--- config.mk ---
export PLATFORM = sky130hd
export DESIGN_NAME = decode
export DESIGN_NICKNAME = d
export VERILOG_FILES = /design/src/rtl/decode_pkg.sv /design/src/rtl/alu_decoder.sv /design/src/rtl/flow_decoder.sv /design/src/rtl/sys_decoder.sv /design/src/rtl/imm_gen.sv /design/src/rtl/reg_file.sv /design/src/rtl/decode.sv
export SDC_FILE = /design/constraint.sdc
export NUM_CORES = 2
export LEC_CHECK = 0
export ABC_AREA = 0
export BUFFER_PORTS_ARGS = -buffer_cell sky130_fd_sc_hd__buf_4
export CAP_MARGIN = 10
export CORE_UTILIZATION = 40
export CTS_BUF_LIST = sky130_fd_sc_hd__clkbuf_4 sky130_fd_sc_hd__clkbuf_8 sky130_fd_sc_hd__clkbuf_16
export DETAILED_ROUTE_END_ITERATION = 8
export PLACE_DENSITY = 0.56
export SLEW_MARGIN = 20
export SYNTH_ARGS = -nofsm -noshare
export SYNTH_HDL_FRONTEND = slang
export SYNTH_SLANG_ARGS = --single-unit
--- constraint.sdc ---
create_clock -name clk_i -period 11.4 [get_ports clk_i]
set_input_delay 3.42 -clock clk_i [delete_from_list [all_inputs] [get_ports clk_i]]
set_output_delay 3.42 -clock clk_i [all_outputs]
set_load 0.02 [all_outputs]
--- src/rtl/decode_pkg.sv ---
`default_nettype none

package decode_pkg;

   localparam int unsigned XLEN = 32;

   typedef logic [XLEN-1:0] xlen_t;
   typedef logic [4:0]      reg_addr_t;

   // Major opcodes from instr[6:2]
   typedef enum logic [4:0] {
      OPCODE_LOAD     = 5'b00000,
      OPCODE_MISC_MEM = 5'b00011,
      OPCODE_OP_IMM   = 5'b00100,
      OPCODE_AUIPC    = 5'b00101,
      OPCODE_STORE    = 5'b01000,
      OPCODE_OP       = 5'b01100,
      OPCODE_LUI      = 5'b01101,
      OPCODE_BRANCH   = 5'b11000,
      OPCODE_JALR     = 5'b11001,
      OPCODE_JAL      = 5'b11011,
      OPCODE_SYSTEM   = 5'b11100
   } rv_opcode_e;

   typedef enum logic [3:0] {
      ALU_I_OPS_NONE, ALU_I_OPS_ADD, ALU_I_OPS_SUB, ALU_I_OPS_SLL,
      ALU_I_OPS_SLT, ALU_I_OPS_SLTU, ALU_I_OPS_XOR, ALU_I_OPS_SRL,
      ALU_I_OPS_SRA, ALU_I_OPS_OR, ALU_I_OPS_AND, ALU_I_OPS_COPY_OPR2
   } alu_i_ops_e;

   typedef enum logic [3:0] {
      ALU_M_OPS_NONE, ALU_M_OPS_MUL, ALU_M_OPS_MULH, ALU_M_OPS_MULHSU,
      ALU_M_OPS_MULHU, ALU_M_OPS_DIV, ALU_M_OPS_DIVU, ALU_M_OPS_REM,
      ALU_M_OPS_REMU
   } alu_m_ops_e;

   typedef enum logic [2:0] {
      LD_OPS_NONE, LD_OPS_LB, LD_OPS_LH, LD_OPS_LW, LD_OPS_LBU, LD_OPS_LHU
   } ld_ops_e;

   typedef enum logic [1:0] {ST_OPS_NONE, ST_OPS_SB, ST_OPS_SH, ST_OPS_SW} st_ops_e;

   typedef enum logic [2:0] {
      BR_OPS_NONE, BR_OPS_EQ, BR_OPS_NE, BR_OPS_LT, BR_OPS_GE, BR_OPS_LTU, BR_OPS_GEU
   } br_ops_e;

   typedef enum logic [1:0] {
      CSR_OPS_NONE, CSR_OPS_WRITE, CSR_OPS_SET, CSR_OPS_CLEAR
   } csr_ops_e;

   typedef enum logic {SYS_OPS_NONE, SYS_OPS_MRET} sys_ops_e;

   typedef enum logic {ALU_OPR1_PC, ALU_OPR1_REG} opr1_sel_e;
   typedef enum logic {ALU_OPR2_IMM, ALU_OPR2_REG} opr2_sel_e;
   typedef enum logic {ALU_CMP_OPR2_REG, ALU_CMP_OPR2_IMM} cmp_opr2_sel_e;
   typedef enum logic {CSR_OPR_REG, CSR_OPR_IMM} csr_opr_sel_e;

   typedef enum logic [2:0] {
      RD_WRB_NONE, RD_WRB_ALU, RD_WRB_M_ALU, RD_WRB_DMEM, RD_WRB_INC_PC, RD_WRB_CSR
   } rd_wrb_sel_e;

   // Standard mcause codes
   typedef enum logic [3:0] {
      EXC_CODE_NO_EXCEPTION      = 4'd0,
      EXC_CODE_INSTR_ACCESS_FAULT = 4'd1,
      EXC_CODE_ILLEGAL_INSTR     = 4'd2,
      EXC_CODE_BREAKPOINT        = 4'd3,
      EXC_CODE_ECALL_MMODE       = 4'd11
   } exc_code_e;

   typedef enum logic [2:0] {
      IMM_FMT_I, IMM_FMT_SHAMT, IMM_FMT_S, IMM_FMT_B, IMM_FMT_U, IMM_FMT_J
   } imm_fmt_e;

   typedef struct packed {
      xlen_t instr;
      xlen_t pc;
      xlen_t pc_next;
   } if2id_data_s;

   typedef struct packed {
      logic      exc_req;
      exc_code_e exc_code;
   } if2id_ctrl_s;

   typedef struct packed {
      xlen_t imm;
      xlen_t rs1_data;
      xlen_t rs2_data;
      xlen_t instr;
      xlen_t pc;
      xlen_t pc_next;
   } id2exe_data_s;

   typedef struct packed {
      alu_i_ops_e    alu_i_ops;
      alu_m_ops_e    alu_m_ops;
      ld_ops_e       ld_ops;
      st_ops_e       st_ops;
      br_ops_e       branch_ops;
      csr_ops_e      csr_ops;
      sys_ops_e      sys_ops;
      opr1_sel_e     alu_opr1_sel;
      opr2_sel_e     alu_opr2_sel;
      cmp_opr2_sel_e alu_cmp_opr2_sel;
      csr_opr_sel_e  csr_opr_sel;
      rd_wrb_sel_e   rd_wrb_sel;
      logic          exc_req;
      exc_code_e     exc_code;
      logic          rd_wr_req;
      logic          jump_req;
      logic          branch_req;
      logic          fence_i_req;
   } id2exe_ctrl_s;

   typedef struct packed {
      logic      rd_wr_req;
      reg_addr_t rd_addr;
      xlen_t     rd_data;
   } wrb2id_fb_s;

   localparam id2exe_ctrl_s ID2EXE_CTRL_IDLE = '{
      alu_i_ops:        ALU_I_OPS_NONE,
      alu_m_ops:        ALU_M_OPS_NONE,
      ld_ops:           LD_OPS_NONE,
      st_ops:           ST_OPS_NONE,
      branch_ops:       BR_OPS_NONE,
      csr_ops:          CSR_OPS_NONE,
      sys_ops:          SYS_OPS_NONE,
      alu_opr1_sel:     ALU_OPR1_PC,
      alu_opr2_sel:     ALU_OPR2_IMM,
      alu_cmp_opr2_sel: ALU_CMP_OPR2_REG,
      csr_opr_sel:      CSR_OPR_REG,
      rd_wrb_sel:       RD_WRB_NONE,
      exc_req:          1'b0,
      exc_code:         EXC_CODE_NO_EXCEPTION,
      rd_wr_req:        1'b0,
      jump_req:         1'b0,
      branch_req:       1'b0,
      fence_i_req:      1'b0
   };

endpackage : decode_pkg

`default_nettype wire

--- src/rtl/alu_decoder.sv ---
`timescale 1ns/1ps
`default_nettype none

module alu_decoder import decode_pkg::*; (
   input  xlen_t        instr_i,
   output logic         hit_o,
   output logic         illegal_o,
   output id2exe_ctrl_s ctrl_o,
   output imm_fmt_e     imm_fmt_o
);

   rv_opcode_e opcode;
   logic [2:0] funct3;
   logic [6:0] funct7;

   assign opcode = rv_opcode_e'(instr_i[6:2]);
   assign funct3 = instr_i[14:12];
   assign funct7 = instr_i[31:25];

   always_comb begin
      ctrl_o    = ID2EXE_CTRL_IDLE;
      hit_o     = 1'b1;
      illegal_o = 1'b0;
      imm_fmt_o = IMM_FMT_I;
      case (opcode)
         OPCODE_OP: begin
            ctrl_o.rd_wr_req        = 1'b1;
            ctrl_o.rd_wrb_sel       = RD_WRB_ALU;
            ctrl_o.alu_opr1_sel     = ALU_OPR1_REG;
            ctrl_o.alu_opr2_sel     = ALU_OPR2_REG;
            ctrl_o.alu_cmp_opr2_sel = ALU_CMP_OPR2_REG;
            case (funct7)
               7'b0000000: begin
                  case (funct3)
                     3'b000: ctrl_o.alu_i_ops = ALU_I_OPS_ADD;
                     3'b001: ctrl_o.alu_i_ops = ALU_I_OPS_SLL;
                     3'b010: ctrl_o.alu_i_ops = ALU_I_OPS_SLT;
                     3'b011: ctrl_o.alu_i_ops = ALU_I_OPS_SLTU;
                     3'b100: ctrl_o.alu_i_ops = ALU_I_OPS_XOR;
                     3'b101: ctrl_o.alu_i_ops = ALU_I_OPS_SRL;
                     3'b110: ctrl_o.alu_i_ops = ALU_I_OPS_OR;
                     default: ctrl_o.alu_i_ops = ALU_I_OPS_AND;
                  endcase
               end
               7'b0100000: begin
                  case (funct3)
                     3'b000: ctrl_o.alu_i_ops = ALU_I_OPS_SUB;
                     3'b101: ctrl_o.alu_i_ops = ALU_I_OPS_SRA;
                     default: illegal_o = 1'b1;
                  endcase
               end
               7'b0000001: begin
                  ctrl_o.rd_wrb_sel = RD_WRB_M_ALU;  // Result from mul/div unit
                  ctrl_o.alu_m_ops  = alu_m_ops_e'({1'b0, funct3} + 4'd1);  // MUL..REMU in order
               end
               default: illegal_o = 1'b1;
            endcase
         end
         OPCODE_OP_IMM: begin
            ctrl_o.rd_wr_req        = 1'b1;
            ctrl_o.rd_wrb_sel       = RD_WRB_ALU;
            ctrl_o.alu_opr1_sel     = ALU_OPR1_REG;
            ctrl_o.alu_opr2_sel     = ALU_OPR2_IMM;
            ctrl_o.alu_cmp_opr2_sel = ALU_CMP_OPR2_IMM;  // SLTI/SLTIU compare against imm
            case (funct3)
               3'b000: ctrl_o.alu_i_ops = ALU_I_OPS_ADD;
               3'b010: ctrl_o.alu_i_ops = ALU_I_OPS_SLT;
               3'b011: ctrl_o.alu_i_ops = ALU_I_OPS_SLTU;
               3'b100: ctrl_o.alu_i_ops = ALU_I_OPS_XOR;
               3'b110: ctrl_o.alu_i_ops = ALU_I_OPS_OR;
               3'b111: ctrl_o.alu_i_ops = ALU_I_OPS_AND;
               3'b001: begin
                  ctrl_o.alu_i_ops = ALU_I_OPS_SLL;
                  imm_fmt_o        = IMM_FMT_SHAMT;
               end
               default: begin
                  imm_fmt_o = IMM_FMT_SHAMT;
                  case (funct7)
                     7'b0000000: ctrl_o.alu_i_ops = ALU_I_OPS_SRL;
                     7'b0100000: ctrl_o.alu_i_ops = ALU_I_OPS_SRA;
                     default:    illegal_o = 1'b1;
                  endcase
               end
            endcase
         end
         OPCODE_LUI: begin
            ctrl_o.rd_wr_req  = 1'b1;
            ctrl_o.rd_wrb_sel = RD_WRB_ALU;
            ctrl_o.alu_i_ops  = ALU_I_OPS_COPY_OPR2;  // rd = upper imm
            imm_fmt_o         = IMM_FMT_U;
         end
         OPCODE_AUIPC: begin
            ctrl_o.rd_wr_req  = 1'b1;
            ctrl_o.rd_wrb_sel = RD_WRB_ALU;
            ctrl_o.alu_i_ops  = ALU_I_OPS_ADD;  // PC + upper imm
            imm_fmt_o         = IMM_FMT_U;
         end
         default: hit_o = 1'b0;
      endcase
   end

endmodule : alu_decoder

`default_nettype wire

--- src/rtl/flow_decoder.sv ---
`timescale 1ns/1ps
`default_nettype none

module flow_decoder import decode_pkg::*; (
   input  xlen_t        instr_i,
   output logic         hit_o,
   output logic         illegal_o,
   output id2exe_ctrl_s ctrl_o,
   output imm_fmt_e     imm_fmt_o
);

   rv_opcode_e opcode;
   logic [2:0] funct3;

   assign opcode = rv_opcode_e'(instr_i[6:2]);
   assign funct3 = instr_i[14:12];

   always_comb begin
      ctrl_o    = ID2EXE_CTRL_IDLE;
      hit_o     = 1'b1;
      illegal_o = 1'b0;
      imm_fmt_o = IMM_FMT_I;
      case (opcode)
         OPCODE_LOAD: begin
            ctrl_o.rd_wr_req    = 1'b1;
            ctrl_o.rd_wrb_sel   = RD_WRB_DMEM;
            ctrl_o.alu_opr1_sel = ALU_OPR1_REG;
            ctrl_o.alu_i_ops    = ALU_I_OPS_ADD;  // Address is rs1 + imm
            case (funct3)
               3'b000: ctrl_o.ld_ops = LD_OPS_LB;
               3'b001: ctrl_o.ld_ops = LD_OPS_LH;
               3'b010: ctrl_o.ld_ops = LD_OPS_LW;
               3'b100: ctrl_o.ld_ops = LD_OPS_LBU;
               3'b101: ctrl_o.ld_ops = LD_OPS_LHU;
               default: illegal_o = 1'b1;
            endcase
         end
         OPCODE_STORE: begin
            ctrl_o.alu_opr1_sel = ALU_OPR1_REG;
            ctrl_o.alu_i_ops    = ALU_I_OPS_ADD;
            imm_fmt_o           = IMM_FMT_S;
            case (funct3)
               3'b000: ctrl_o.st_ops = ST_OPS_SB;
               3'b001: ctrl_o.st_ops = ST_OPS_SH;
               3'b010: ctrl_o.st_ops = ST_OPS_SW;
               default: illegal_o = 1'b1;
            endcase
         end
         OPCODE_BRANCH: begin
            ctrl_o.alu_i_ops  = ALU_I_OPS_ADD;  // Target is PC + offset
            ctrl_o.branch_req = 1'b1;
            imm_fmt_o         = IMM_FMT_B;
            case (funct3)
               3'b000: ctrl_o.branch_ops = BR_OPS_EQ;
               3'b001: ctrl_o.branch_ops = BR_OPS_NE;
               3'b100: ctrl_o.branch_ops = BR_OPS_LT;
               3'b101: ctrl_o.branch_ops = BR_OPS_GE;
               3'b110: ctrl_o.branch_ops = BR_OPS_LTU;
               3'b111: ctrl_o.branch_ops = BR_OPS_GEU;
               default: illegal_o = 1'b1;
            endcase
         end
         OPCODE_JAL, OPCODE_JALR: begin
            ctrl_o.rd_wr_req  = 1'b1;
            ctrl_o.rd_wrb_sel = RD_WRB_INC_PC;  // Link address
            ctrl_o.alu_i_ops  = ALU_I_OPS_ADD;
            ctrl_o.jump_req   = 1'b1;
            if (opcode == OPCODE_JALR) begin
               ctrl_o.alu_opr1_sel = ALU_OPR1_REG;
            end else begin
               imm_fmt_o = IMM_FMT_J;
            end
         end
         OPCODE_MISC_MEM: begin
            case (funct3)
               3'b000: ctrl_o.fence_i_req = 1'b0;  // FENCE acts as a NOP here
               3'b001: ctrl_o.fence_i_req = 1'b1;  // FENCE.I flushes the pipe
               default: illegal_o = 1'b1;
            endcase
         end
         default: hit_o = 1'b0;
      endcase
   end

endmodule : flow_decoder

`default_nettype wire

--- src/rtl/sys_decoder.sv ---
`timescale 1ns/1ps
`default_nettype none

module sys_decoder import decode_pkg::*; (
   input  xlen_t        instr_i,
   output logic         hit_o,
   output logic         illegal_o,
   output id2exe_ctrl_s ctrl_o,
   output imm_fmt_e     imm_fmt_o
);

   logic [2:0] funct3;
   logic [6:0] funct7;
   logic [4:0] funct5;

   assign funct3    = instr_i[14:12];
   assign funct7    = instr_i[31:25];
   assign funct5    = instr_i[24:20];
   assign hit_o     = (rv_opcode_e'(instr_i[6:2]) == OPCODE_SYSTEM);
   assign imm_fmt_o = IMM_FMT_I;  // CSR address lives in the I field

   always_comb begin
      ctrl_o    = ID2EXE_CTRL_IDLE;
      illegal_o = 1'b0;
      case (funct3)
         3'b001, 3'b010, 3'b011, 3'b101, 3'b110, 3'b111: begin
            ctrl_o.rd_wr_req  = 1'b1;
            ctrl_o.rd_wrb_sel = RD_WRB_CSR;  // rd gets the old CSR value
            ctrl_o.csr_ops    = csr_ops_e'(funct3[1:0]);  // 1/2/3 map to WRITE/SET/CLEAR
            if (funct3[2]) begin
               ctrl_o.csr_opr_sel = CSR_OPR_IMM;  // uimm from rs1 field
            end else begin
               ctrl_o.csr_opr_sel  = CSR_OPR_REG;
               ctrl_o.alu_opr1_sel = ALU_OPR1_REG;
            end
         end
         3'b000: begin
            if (funct7 == 7'b0000000 && funct5 == 5'b00000) begin
               ctrl_o.exc_req  = 1'b1;  // ECALL
               ctrl_o.exc_code = EXC_CODE_ECALL_MMODE;
            end else if (funct7 == 7'b0000000 && funct5 == 5'b00001) begin
               ctrl_o.exc_req  = 1'b1;  // EBREAK
               ctrl_o.exc_code = EXC_CODE_BREAKPOINT;
            end else if (funct7 == 7'b0011000) begin
               ctrl_o.sys_ops = SYS_OPS_MRET;
            end else begin
               illegal_o = 1'b1;
            end
         end
         default: illegal_o = 1'b1;
      endcase
   end

endmodule : sys_decoder

`default_nettype wire

--- src/rtl/imm_gen.sv ---
`timescale 1ns/1ps
`default_nettype none

module imm_gen import decode_pkg::*; (
   input  xlen_t    instr_i,
   input  imm_fmt_e imm_fmt_i,
   output xlen_t    imm_o
);

   logic sign;

   assign sign = instr_i[31];

   always_comb begin
      case (imm_fmt_i)
         IMM_FMT_SHAMT: begin
            imm_o = {27'b0, instr_i[24:20]};  // Shift amount, zero extended
         end
         IMM_FMT_S: begin
            imm_o = {{21{sign}}, instr_i[30:25], instr_i[11:7]};
         end
         IMM_FMT_B: begin
            imm_o = {{20{sign}}, instr_i[7], instr_i[30:25], instr_i[11:8], 1'b0};
         end
         IMM_FMT_U: begin
            imm_o = {instr_i[31:12], 12'b0};
         end
         IMM_FMT_J: begin
            imm_o = {{12{sign}}, instr_i[19:12], instr_i[20], instr_i[30:21], 1'b0};
         end
         default: begin
            imm_o = {{21{sign}}, instr_i[30:20]};  // I format
         end
      endcase
   end

endmodule : imm_gen

`default_nettype wire

--- src/rtl/reg_file.sv ---
`timescale 1ns/1ps
`default_nettype none

module reg_file import decode_pkg::*; (
   input  logic       clk_i,
   input  logic       rst_n_i,
   input  reg_addr_t  rs1_addr_i,
   input  reg_addr_t  rs2_addr_i,
   output xlen_t      rs1_data_o,
   output xlen_t      rs2_data_o,
   input  wrb2id_fb_s wr_fb_i
);

   xlen_t regs [1:31];  // x0 has no storage
   logic  wr_en;

   assign wr_en = wr_fb_i.rd_wr_req && (wr_fb_i.rd_addr != '0);

   always_ff @(posedge clk_i) begin
      if (!rst_n_i) begin
         for (int i = 1; i < 32; i++) begin
            regs[i] <= '0;
         end
      end else if (wr_en) begin
         regs[wr_fb_i.rd_addr] <= wr_fb_i.rd_data;
      end
   end

   // Reads see the array directly, so a same-cycle write shows up a cycle later
   assign rs1_data_o = (rs1_addr_i == '0) ? '0 : regs[rs1_addr_i];
   assign rs2_data_o = (rs2_addr_i == '0) ? '0 : regs[rs2_addr_i];

endmodule : reg_file

`default_nettype wire

--- src/rtl/decode.sv ---
`timescale 1ns/1ps
`default_nettype none

module decode import decode_pkg::*; (
   input  logic         clk_i,
   input  logic         rst_n_i,
   input  if2id_data_s  if2id_data_i,
   input  if2id_ctrl_s  if2id_ctrl_i,
   input  wrb2id_fb_s   wrb2id_fb_i,
   output id2exe_data_s id2exe_data_o,
   output id2exe_ctrl_s id2exe_ctrl_o
);

   xlen_t        instr;
   xlen_t        imm;
   xlen_t        rs1_data;
   xlen_t        rs2_data;
   logic         alu_hit, flow_hit, sys_hit;
   logic         alu_illegal, flow_illegal, sys_illegal;
   id2exe_ctrl_s alu_ctrl, flow_ctrl, sys_ctrl;
   imm_fmt_e     alu_fmt, flow_fmt, sys_fmt;
   id2exe_ctrl_s dec_ctrl;
   imm_fmt_e     dec_fmt;
   logic         dec_illegal;

   assign instr = if2id_data_i.instr;

   alu_decoder  alu_dec  (.instr_i(instr), .hit_o(alu_hit), .illegal_o(alu_illegal),
                          .ctrl_o(alu_ctrl), .imm_fmt_o(alu_fmt));
   flow_decoder flow_dec (.instr_i(instr), .hit_o(flow_hit), .illegal_o(flow_illegal),
                          .ctrl_o(flow_ctrl), .imm_fmt_o(flow_fmt));
   sys_decoder  sys_dec  (.instr_i(instr), .hit_o(sys_hit), .illegal_o(sys_illegal),
                          .ctrl_o(sys_ctrl), .imm_fmt_o(sys_fmt));

   // At most one decoder claims a given opcode
   always_comb begin
      dec_ctrl    = ID2EXE_CTRL_IDLE;
      dec_fmt     = IMM_FMT_I;
      dec_illegal = 1'b1;  // Unknown opcode
      if (alu_hit) begin
         dec_ctrl    = alu_ctrl;
         dec_fmt     = alu_fmt;
         dec_illegal = alu_illegal;
      end else if (flow_hit) begin
         dec_ctrl    = flow_ctrl;
         dec_fmt     = flow_fmt;
         dec_illegal = flow_illegal;
      end else if (sys_hit) begin
         dec_ctrl    = sys_ctrl;
         dec_fmt     = sys_fmt;
         dec_illegal = sys_illegal;
      end
   end

   always_comb begin
      id2exe_ctrl_o = dec_ctrl;
      if (if2id_ctrl_i.exc_req) begin
         id2exe_ctrl_o          = ID2EXE_CTRL_IDLE;  // Fetch fault beats decoding
         id2exe_ctrl_o.exc_req  = 1'b1;
         id2exe_ctrl_o.exc_code = if2id_ctrl_i.exc_code;
      end else if (dec_illegal) begin
         id2exe_ctrl_o          = ID2EXE_CTRL_IDLE;
         id2exe_ctrl_o.exc_req  = 1'b1;
         id2exe_ctrl_o.exc_code = EXC_CODE_ILLEGAL_INSTR;
      end
   end

   imm_gen imm_gen0 (.instr_i(instr), .imm_fmt_i(dec_fmt), .imm_o(imm));

   reg_file rf0 (
      .clk_i      (clk_i),
      .rst_n_i    (rst_n_i),
      .rs1_addr_i (instr[19:15]),
      .rs2_addr_i (instr[24:20]),
      .rs1_data_o (rs1_data),
      .rs2_data_o (rs2_data),
      .wr_fb_i    (wrb2id_fb_i)
   );

   assign id2exe_data_o = '{imm: imm, rs1_data: rs1_data, rs2_data: rs2_data,
                            instr: instr, pc: if2id_data_i.pc,
                            pc_next: if2id_data_i.pc_next};

endmodule : decode

`default_nettype wire

==> results_dict.tcl <==
set metrics [dict create \
    cp_max_fo 61 \
    nFillCells 12200 \
    viasPerCell 6.14 \
    critical_path.top_delay_family "buffers and inverters" \
    setup_viol_count_final 0 \
    finalMaxSlewViolations 0 \
    synthDistinctLibCells 66 \
    syn2layout_area_growth_pct 12.6 \
    cts_resized 0 \
    status "finished, final reports clean" \
    antenna_found_initial 22 \
    hold_viol 0 \
    grtUsageMet2_pct 44.3 \
    grt_util_met1_pct 37.5 \
    max_slew_margin_pct 21.6 \
    critPathRequiredTime_ns 7.98 \
    clockBufferDepth 3 \
    layout-drive-gt1-share_pct 33.7 \
    cp_cell_sequence "buf_8 > buf_4 > mux4_2 > mux4_2 > inv_1 > o21ai_0 > buf_4" \
    ys_ff_latch 1024 \
    track_usage_pct 27.6 \
    min_from "wrb2id_fb_i[25]" \
    post-cts-setup-buffer-count 0 \
    finalCritPeriodShare_pct 85.8 \
    grt_pass1_wl_um 273000 \
    drc 0 \
    synth_warnings 0 \
    crit_buf_inv 4 \
    cts_hold_buffers 0 \
    port_buffers 235 \
    async_reset_ff_share_pct 0 \
    largest_reg_flops 1024 \
    rsz0062_at_grt "no" \
    ir_worst_vdd_uv 109 \
    initial_utilization_pct 40.4 \
    fin_util_pct 45.5 \
    worst_pin_slew_ns 1.16 \
    largestRegisters "rf0.regs x1024" \
    clockRootBuffer "clkbuf_16" \
    ys_seq_area_share_pct 54.4 \
    grt_pass1_vias 34400 \
    layout.nets 3863 \
    syn_avg_cell_area_sq_um 15.3 \
    num_vias 34900 \
    register_area_sq_mm 0.0307 \
    wl_per_cell_um 34.5 \
    multiInputGateArea_sq_mm 0.0240 \
    p_leak_nw 21.7 \
    core_region_area_sq_mm 0.140 \
    worstSetupPathType "in2out" \
    ys.flop_type "edfxtp_1" \
    drtPass1Iterations 5 \
    slowest_delay_ns 0.56 \
    drt_iter0_drc 4631 \
    startpoint "if2id_data_i[84]" \
    dieArea_sq_mm 0.143 \
    critical_path_arrival_ns 6.37 \
    die_w_um 378 \
    globalplace.congestion 0.895 \
    grt_max_degree 82 \
    min_path_type "in2reg" \
    io_pins 368 \
    finalCriticalPeriod_ns 9.79 \
    fmax_mhz 102 \
    die_h_um 378 \
    busiest_layer "met2" \
    hold_end "rf0.regs[0][25]" \
    netlist_area_sq_mm 0.0565 \
    place_hpwl_um 115000 \
    num_rows 137 \
    cts.sinks 1024 \
    syn_inst 3691 \
    path_depth 7 \
    end_kind "output pin" \
    grt_overflow_total 0 \
    drt_wl_total_um 196000 \
    clkTransAtPathRegs_ns 0.06 \
    synth-edff-count 1024 \
    htreeDepth 3 \
    start_kind "input pin" \
    cts_buffers 109 \
    ant_nets 0 \
    slowest_stage "mux4_2" \
    maxCapViolations 0 \
    power_density_mw_per_mm2 145 \
    regMostFlops "rf0.regs" \
    grt_util_met3_pct 5.11 \
    whs_path_depth 1 \
    final.setup.tns_ns 0 \
    tritoncts "yes" \
]
-- power breakdown --
group	internal [mW]	switching (mW)
Clock	1.96	1.52
Combinational	0.563	0.744
Sequential	4.35	0.0978
Total	6.88	2.36
-- through the flow --
step	instances	setup slack, ns	cell area [sq um]	power [mW]	hold WS, ns
final	5689	1.61	63600	9.24	3.11
after global routing	5685	1.45	63600	9.49	3.11
after CTS	5682	1.41	63600	9.28	3.06
after detailed placement	5481	1.43	60100	5.82	3.84
after global placement	5481	1.49	60100	5.81	3.84
after floorplan	3722	2.19	56600	5.33	3.52
-- logic make-up (layout without fill, tap and decap cells) --
logic type                 after synthesis  count (layout)  synth area share [%]
and+or+nand+nor                       1263            1263                  13.4
DFF                                   1024            1024                  54.4
muxes                                  695             695                  25.5
buffers and inverters                  515             599                  4.38
AOI/OAI and AO/OA                      186             186                  2.10
adders and majority gates                6               6                 0.133
other                                    1              39               0.00664
xor gates and xnor gates                 1               1                0.0155
-- worst max-delay path by stage --
stage / to / slack (ns)
finish: id2exe_data_o[121] / 1.61
global route: id2exe_ctrl_o[31] / 1.45
CTS: id2exe_ctrl_o[31] / 1.41
detailed placement: id2exe_ctrl_o[31] / 1.43
global placement: id2exe_ctrl_o[31] / 1.49
floorplan: id2exe_ctrl_o[31] / 2.19
-- routing by layer --
| metal | wire length [um] | share of wire, % |
|---|---|---|
| met1 | 77400 | 39 |
| met2 | 93300 | 48 |
| met3 | 18700 | 9.5 |
| met4 | 6610 | 3.4 |
| met5 | 66 | 0.034 |
-- cell usage after synthesis, drive strengths merged (4+ instances only) --
cell type | number | area [sq um]
clkbuf | 285 | 1070
nand4 | 7 | 43.8
edfxtp | 1024 | 30700
a22o | 20 | 175
nor2 | 53 | 199
nor4 | 16 | 115
nand2b | 5 | 31.3
nor2b | 12 | 75.1
nor3b | 4 | 30.0
inv | 30 | 113
o211ai | 6 | 45.0
nand2 | 96 | 360
nor3 | 28 | 150
and2 | 996 | 6230
buf | 199 | 1290
mux4 | 588 | 13200
mux2i | 20 | 200
a21oi | 16 | 80.1
nand3 | 12 | 60.1
a211oi | 8 | 60.1
ha | 6 | 75.1
or3 | 5 | 31.3
mux2 | 87 | 980
o21ai | 74 | 370
o22ai | 33 | 206
nand3b | 4 | 33.8
or3b | 4 | 35.0
and3 | 7 | 43.8
-- cell type report --
type	count	share of cell area (%)
Tap cell	1876	3.69
Multi-Input combinational cell	2183	37.7
Sequential cell	1024	48.4
Timing Repair Buffer	367	4.65
Clock buffer	138	4.71
Clock inverter	63	0.687
Inverter	31	0.183
Antenna cell	7	0.0275
-- layout by cell type, fill, tap and decap left out, drive strengths merged, types with 16 or more instances in the layout --
master / netlist / final
mux2: 87 / 87
conb: 1 / 32
mux4: 588 / 588
nor3: 28 / 28
edfxtp: 1024 / 1024
clkinv: 1 / 56
nor4: 16 / 16
clkbuf: 285 / 138
inv: 30 / 30
o21ai: 74 / 74
and2: 996 / 996
a21oi: 16 / 16
o22ai: 33 / 33
nor2: 53 / 53
nand2: 96 / 96
a22o: 20 / 20
mux2i: 20 / 20
buf: 199 / 367
(Power assumes the default switching activity.)
